===== config.mk =====
export PLATFORM = sky130hd
export DESIGN_NAME = packet_link
export DESIGN_NICKNAME = d
export VERILOG_FILES = /design/src/design/pkt_link_pkg.sv /design/src/design/avalon_st_if.sv /design/src/design/packet_link.sv /design/src/design/packet_receiver.sv /design/src/design/packet_sender.sv
export VERILOG_INCLUDE_DIRS = /design/src /design/src/include
export SDC_FILE = /design/constraint.sdc
export NUM_CORES = 1
export LEC_CHECK = 0
export BUFFER_PORTS_ARGS = -buffer_cell sky130_fd_sc_hd__buf_2
export CELL_PAD_IN_SITES_DETAIL_PLACEMENT = 0
export CELL_PAD_IN_SITES_GLOBAL_PLACEMENT = 1
export CORE_MARGIN = 4
export CORE_UTILIZATION = 48
export DETAILED_ROUTE_END_ITERATION = 8
export MAX_ROUTING_LAYER = met4
export PLACE_DENSITY_LB_ADDON = 0.05
export SLEW_MARGIN = 20
export SYNTH_ARGS = -nofsm -noshare
export SYNTH_HDL_FRONTEND = slang
export SYNTH_HIERARCHICAL = 1
export SYNTH_SLANG_ARGS = --single-unit

===== constraint.sdc =====
create_clock -name clk -period 15.2 [get_ports clk]
set_clock_uncertainty 0.1 [all_clocks]
set_input_delay 1.52 -clock clk [delete_from_list [all_inputs] [get_ports clk]]
set_output_delay 1.52 -clock clk [all_outputs]
set_load 0.01 [all_outputs]

===== src/include/pkt_link_defs.svh =====
`ifndef PKT_LINK_DEFS_SVH
`define PKT_LINK_DEFS_SVH

// Beats in one packet on the streaming link
`define PKT_BEATS 8

// Width of one link word
`define BEAT_WIDTH 32

// Every beat is full, so the empty field only exists for the Avalon framing
`define EMPTY_WIDTH 2

// Filler below the software address, port and flag in address beats
`define PAD_BYTE 8'h00

`endif


===== src/design/pkt_link_pkg.sv =====
`default_nettype none

`include "pkt_link_defs.svh"

package pkt_link_pkg;

  typedef logic [31:0] hw_addr_t;
  typedef logic [15:0] sw_addr_t;
  typedef logic [6:0]  port_t;

  // Full node address, 56 bits
  typedef struct packed {
    hw_addr_t hw_addr;
    sw_addr_t sw_addr;
    port_t    port;
    logic     flag;
  } node_addr_t;

  typedef logic [31:0] lamport_t;
  typedef logic [95:0] payload_t;

  // Field order matches the beat order on the link
  typedef struct packed {
    node_addr_t dest_addr;
    node_addr_t src_addr;
    lamport_t   lamport;
    payload_t   data;
  } packet_t;

  typedef logic [`BEAT_WIDTH-1:0] beat_t;

  // Position of a beat within its packet
  typedef logic [$clog2(`PKT_BEATS)-1:0] beat_idx_t;

endpackage : pkt_link_pkg

`default_nettype wire


===== src/design/avalon_st_if.sv =====
`default_nettype none
`timescale 1ns/1ps

`include "pkt_link_defs.svh"

interface avalon_st_if;
  import pkt_link_pkg::*;

  beat_t                   data;
  logic [`EMPTY_WIDTH-1:0] empty;
  logic                    startofpacket;
  logic                    endofpacket;
  logic                    valid;
  logic                    ready;

  // A beat moves on a rising edge with valid and ready both high
  modport source (
    output data, empty, startofpacket, endofpacket, valid,
    input  ready
  );

  modport sink (
    input  data, empty, startofpacket, endofpacket, valid,
    output ready
  );

endinterface : avalon_st_if

`default_nettype wire


===== src/design/packet_link.sv =====
`default_nettype none
`timescale 1ns/1ps

// Sender and receiver back to back over one streaming link
module packet_link (
  input  wire                   clk,
  input  wire                   reset_n,

  // Send side
  input  wire                   write_packet,
  input  pkt_link_pkg::packet_t packet_data,
  output logic                  sending,

  // Receive side
  output logic                  packet_valid,
  output pkt_link_pkg::packet_t packet_out,
  input  wire                   packet_ready
);

  avalon_st_if link_if ();

  packet_sender u_sender (
    .clk          (clk),
    .reset_n      (reset_n),
    .write_packet (write_packet),
    .packet_data  (packet_data),
    .sending      (sending),
    .link         (link_if.source)
  );

  packet_receiver u_receiver (
    .clk          (clk),
    .reset_n      (reset_n),
    .link         (link_if.sink),
    .packet_valid (packet_valid),
    .packet_out   (packet_out),
    .packet_ready (packet_ready)
  );

endmodule : packet_link

`default_nettype wire


===== src/design/packet_receiver.sv =====
`default_nettype none
`timescale 1ns/1ps

module packet_receiver (
  input  wire                   clk,
  input  wire                   reset_n,
  avalon_st_if.sink             link,
  output logic                  packet_valid,
  output pkt_link_pkg::packet_t packet_out,
  input  wire                   packet_ready
);
  import pkt_link_pkg::*;

  beat_idx_t beat_cnt;
  beat_idx_t beat_idx;
  packet_t   asm_q;
  packet_t   asm_next;
  logic      beat_fire;

  // The link stalls for as long as a finished packet is held
  assign link.ready = !packet_valid;
  assign beat_fire  = link.valid && link.ready;

  // Start of packet always lands in beat 0, whatever the counter says
  assign beat_idx = link.startofpacket ? '0 : beat_cnt;

  always_comb begin
    asm_next = asm_q;
    case (beat_idx)
      3'd0: begin
        asm_next.dest_addr.hw_addr = link.data;
      end
      3'd1: begin
        asm_next.dest_addr.sw_addr = link.data[31:16];
        asm_next.dest_addr.port    = link.data[15:9];
        asm_next.dest_addr.flag    = link.data[8];
      end
      3'd2: begin
        asm_next.src_addr.hw_addr = link.data;
      end
      3'd3: begin
        asm_next.src_addr.sw_addr = link.data[31:16];
        asm_next.src_addr.port    = link.data[15:9];
        asm_next.src_addr.flag    = link.data[8];
      end
      3'd4: begin
        asm_next.lamport = link.data;
      end
      3'd5: begin
        asm_next.data[31:0] = link.data;
      end
      3'd6: begin
        asm_next.data[63:32] = link.data;
      end
      default: begin
        asm_next.data[95:64] = link.data;
      end
    endcase
  end

  always_ff @(posedge clk or negedge reset_n) begin
    if (!reset_n) begin
      beat_cnt <= '0;
    end else if (beat_fire) begin
      if (link.endofpacket) begin
        beat_cnt <= '0;
      end else begin
        beat_cnt <= beat_idx + 3'd1;
      end
    end
  end

  always_ff @(posedge clk or negedge reset_n) begin
    if (!reset_n) begin
      packet_valid <= 1'b0;
    end else if (beat_fire && link.endofpacket) begin
      packet_valid <= 1'b1;
    end else if (packet_valid && packet_ready) begin
      packet_valid <= 1'b0;
    end
  end

  // Assembly and output registers carry payload only
  always_ff @(posedge clk) begin
    if (beat_fire) begin
      asm_q <= asm_next;
      if (link.endofpacket) begin
        packet_out <= asm_next;
      end
    end
  end

endmodule : packet_receiver

`default_nettype wire


===== src/design/packet_sender.sv =====
`default_nettype none
`timescale 1ns/1ps

`include "pkt_link_defs.svh"

module packet_sender (
  input  wire                  clk,
  input  wire                  reset_n,
  input  wire                  write_packet,
  input  pkt_link_pkg::packet_t packet_data,
  output logic                 sending,
  avalon_st_if.source          link
);
  import pkt_link_pkg::*;

  typedef enum logic [3:0] {
    IDLE,
    DEST_HW,
    DEST_SW,
    SRC_HW,
    SRC_SW,
    LAMPORT,
    DATA0,
    DATA1,
    DATA2
  } send_state_t;

  send_state_t state;
  send_state_t state_next;
  packet_t     pkt_q;

  // Payload stage, one beat ahead of the link
  beat_t pay_data;
  logic  pay_sop;
  logic  pay_eop;
  logic  pay_valid;

  beat_t beat_word;
  logic  beat_sop;
  logic  beat_eop;
  logic  in_ready;
  logic  load;

  // Second address word: software address, port and flag above the pad byte
  function automatic beat_t addr_low_word(node_addr_t a);
    return {a.sw_addr, a.port, a.flag, `PAD_BYTE};
  endfunction

  assign sending  = (state != IDLE);
  // Output stage can take a beat when it is empty or being drained
  assign in_ready = link.ready || !link.valid;
  assign load     = (state != IDLE) && in_ready;

  assign link.empty = '0;

  always_comb begin
    beat_word  = '0;
    beat_sop   = 1'b0;
    beat_eop   = 1'b0;
    state_next = state;
    case (state)
      DEST_HW: begin
        beat_word  = pkt_q.dest_addr.hw_addr;
        beat_sop   = 1'b1;
        state_next = DEST_SW;
      end
      DEST_SW: begin
        beat_word  = addr_low_word(pkt_q.dest_addr);
        state_next = SRC_HW;
      end
      SRC_HW: begin
        beat_word  = pkt_q.src_addr.hw_addr;
        state_next = SRC_SW;
      end
      SRC_SW: begin
        beat_word  = addr_low_word(pkt_q.src_addr);
        state_next = LAMPORT;
      end
      LAMPORT: begin
        beat_word  = pkt_q.lamport;
        state_next = DATA0;
      end
      DATA0: begin
        beat_word  = pkt_q.data[31:0];
        state_next = DATA1;
      end
      DATA1: begin
        beat_word  = pkt_q.data[63:32];
        state_next = DATA2;
      end
      DATA2: begin
        beat_word  = pkt_q.data[95:64];
        beat_eop   = 1'b1;
        state_next = IDLE;
      end
      default: begin
        state_next = IDLE;
      end
    endcase
  end

  always_ff @(posedge clk or negedge reset_n) begin
    if (!reset_n) begin
      state     <= IDLE;
      pay_valid <= 1'b0;
    end else begin
      // A strobe is only taken while idle, otherwise it is dropped
      if (state == IDLE && write_packet) begin
        state <= DEST_HW;
      end else if (load) begin
        state <= state_next;
      end

      if (load) begin
        pay_valid <= 1'b1;
      end else if (pay_valid && in_ready) begin
        pay_valid <= 1'b0;
      end
    end
  end

  always_ff @(posedge clk) begin
    if (state == IDLE && write_packet) begin
      pkt_q <= packet_data;
    end
    if (load) begin
      pay_data <= beat_word;
      pay_sop  <= beat_sop;
      pay_eop  <= beat_eop;
    end
    if (pay_valid && in_ready) begin
      link.data <= pay_data;
    end
  end

  // Output stage holds everything while the sink stalls
  always_ff @(posedge clk or negedge reset_n) begin
    if (!reset_n) begin
      link.valid         <= 1'b0;
      link.startofpacket <= 1'b0;
      link.endofpacket   <= 1'b0;
    end else if (pay_valid && in_ready) begin
      link.valid         <= 1'b1;
      link.startofpacket <= pay_sop;
      link.endofpacket   <= pay_eop;
    end else if (link.ready) begin
      link.valid         <= 1'b0;
      link.startofpacket <= 1'b0;
      link.endofpacket   <= 1'b0;
    end
  end

endmodule : packet_sender

`default_nettype wire


==> impl_results.md <==
* Largest net degree at the start of global routing at 163
* Worst hold path class: flip-flop to flip-flop
* CP Max Fanout at between 100 and 150
* TritonCTS Buffers at 81
* Fraction of layout instances using a drive strength above 1 at 44.76%
* H-tree levels at 3
* IO buf count at 485
* Outcome: complete, no violations
* Post-CTS setup buffer count at 0
* All-layer global routing usage at about a fifth
* Core footprint at between 60,000 and 70,000 sq um
* Routability congestion estimate from global placement at approximately 0.8
* Setup TNS at 0 ns
* Synthesis-to-finish area growth at 19.74%
* Period utilization at about 28%
* Vias per cell at 5.378
* IO Count at slightly below 500
* CP arrival at around 4.4 ns
* Total chip power at between 8 and 9 mW
* Root buf cell: clkbuf_16
* Power Density at roughly 230 nW/um^2
* Cell Area, Synth at slightly below 30,000 sq um
* Final Slew Violations at 0
* LEAKAGE at between 10 and 15 nW
* Max Root-Sink Buffers at 3
* Slew @ Worst Pin at approximately 1.1 ns
* Mapped Avg Cell Area at 21.06 sq um
* # nets final at 2,157
* Clock tree from TritonCTS: done
* Initial drt markers at ~1,000
* Rows at 90
* Worst setup margin at between 10 and 15 ns
* Die Y at approximately 260 um
* Sinks on Clock Net at approximately 800
* Routed Antenna Nets at 0
* Gate Count Post-Synth at approximately 1,400
* Critical Setup Path Class: flip-flop to flip-flop
* Initial Util at roughly 50%
* Drt wl/cell at around 25 um
* Worst R2R Start: u_receiver/packet_valid$_DFFE_PN0P_
* Placed Instances at 2,612
* Synth Warn # at 6
* Hold WS at 0.3178 ns
* WL final at 68.35 mm
* DP HPWL at ~46 mm
* Fmax at between 200 and 250 MHz
* Crit end category: flip-flop
* Clk slew on worst S/H paths at 0.06 ns
* Slew HR at about 30%
* Setup WS pre-CTS at about 11 ns
* Vias in the first global route at between 10,000 and 15,000
* Drt drc at 0
* # resized after CTS at 0
* Vias at between 10,000 and 15,000
* Final min period at roughly 4.2 ns
* Final non-filler cell total at 2,759
* HP Start: u_sender/pay_data[26]$_DFFE_PP_
* Finish-stage setup viols at 0
* Syn_nets at 1,636
* RSZ-0062 raised after global routing: no
* Peak VDD IR at 0.0001204 V
* CTS Hold Bufs at 0
* Die width at about 260 um
* Final hold violation count at 0
* First-pass GRT wire length at 96.77 mm
* CP Launch Point: u_receiver/packet_valid$_DFFE_PN0P_
* CP Launch Type: flip-flop
* CP required at around 15 ns
* Initial antenna violation count at 3
* Max-cap violations at 0
* First drt pass iteration count at 5
* Worst-Skew Late Latency at ~0.60 ns
* Die area at approximately 65,000 sq um
* Grt total ovfl at 0
-- report_power, final --
| part | switching, mW | internal (mW) |
|---|---|---|
| Combinational | 1.28 | 0.786 |
| Sequential | 0.374 | 3.72 |
| Clock | 0.782 | 1.12 |
-- final timing paths --
kind,end,slack (ns),cells past startpoint
min in group asynchronous,u_sender/state[0]$_DFFE_PN0P_,0.70,1
hold / removal,u_sender/link.data[26]$_DFFE_PP_,0.32,0
setup reg to reg,u_receiver/packet_out[168]$_DFFE_PP_,10.98,5
setup / recovery,u_receiver/packet_out[168]$_DFFE_PP_,10.98,5
max in group asynchronous,u_sender/state[1]$_DFFE_PN0P_,14.05,1
hold reg to reg,u_sender/link.data[26]$_DFFE_PP_,0.32,0
-- flip-flops by register name, summed over array words and instances (netlist names) --
name	cells
u_sender/pay_data	32
u_sender/link.data	32
u_sender/pay_eop	1
u_sender/link.startofpacket	1
u_sender/link.endofpacket	1
u_receiver/asm_q	240
u_sender/pay_valid	1
u_receiver/beat_cnt	3
u_sender/state	4
u_receiver/packet_out	240
u_receiver/packet_valid	1
u_sender/pkt_q	240
u_sender/link.valid	1
u_sender/pay_sop	1
-- layer usage --
metal  track usage, %  part of all wire [%]
met2            33.48                    49
met5                -                     0
met1            28.67                    44
met4            5.830                   2.2
met3            3.445                   5.6
-- placed cells by master (no fill, tap or decap), types with 15 or more instances in the layout --
cell type	instances
edfxtp_1	786
buf_2	485
mux2_2	213
clkbuf_16	87
a22oi_1	44
nand2_1	24
mux2i_1	23
clkinv_1	20
mux2_4	20
buf_4	20
clkbuf_1	19
mux2_1	18
o22ai_1	18
a221oi_1	15
-- final cells by class --
cell class                      count  area, sq um
Sequential cell                   798        23910
Timing Repair Buffer              506         2597
Inverter                            4        22.52
Antenna cell                        2        5.005
Multi-Input combinational cell    522         5036
Clock buffer                      106         2248
Fill cell                        4578        25260
Clock inverter                     39        301.5
Tap cell                          782        978.4
-- per-stage QoR --
| step | instance area [sq um] | util, % |
|---|---|---|
| global placement | 32540 | 53.91 |
| floorplan | 29310 | - |
| finish | 35090 | 58.14 |
| global route | 35090 | 58.14 |
| CTS | 35090 | 58.13 |
| detailed placement | 32540 | 53.91 |
-- critical path: stages, from the launching register on --
cell and delay, ns:
dfrtp_1 0.39, nand2b_1 0.30, inv_8 0.62, and2_4 0.75
buf_4 0.79, buf_4 0.78
Note: power is estimated with default switching activity, not from simulation.
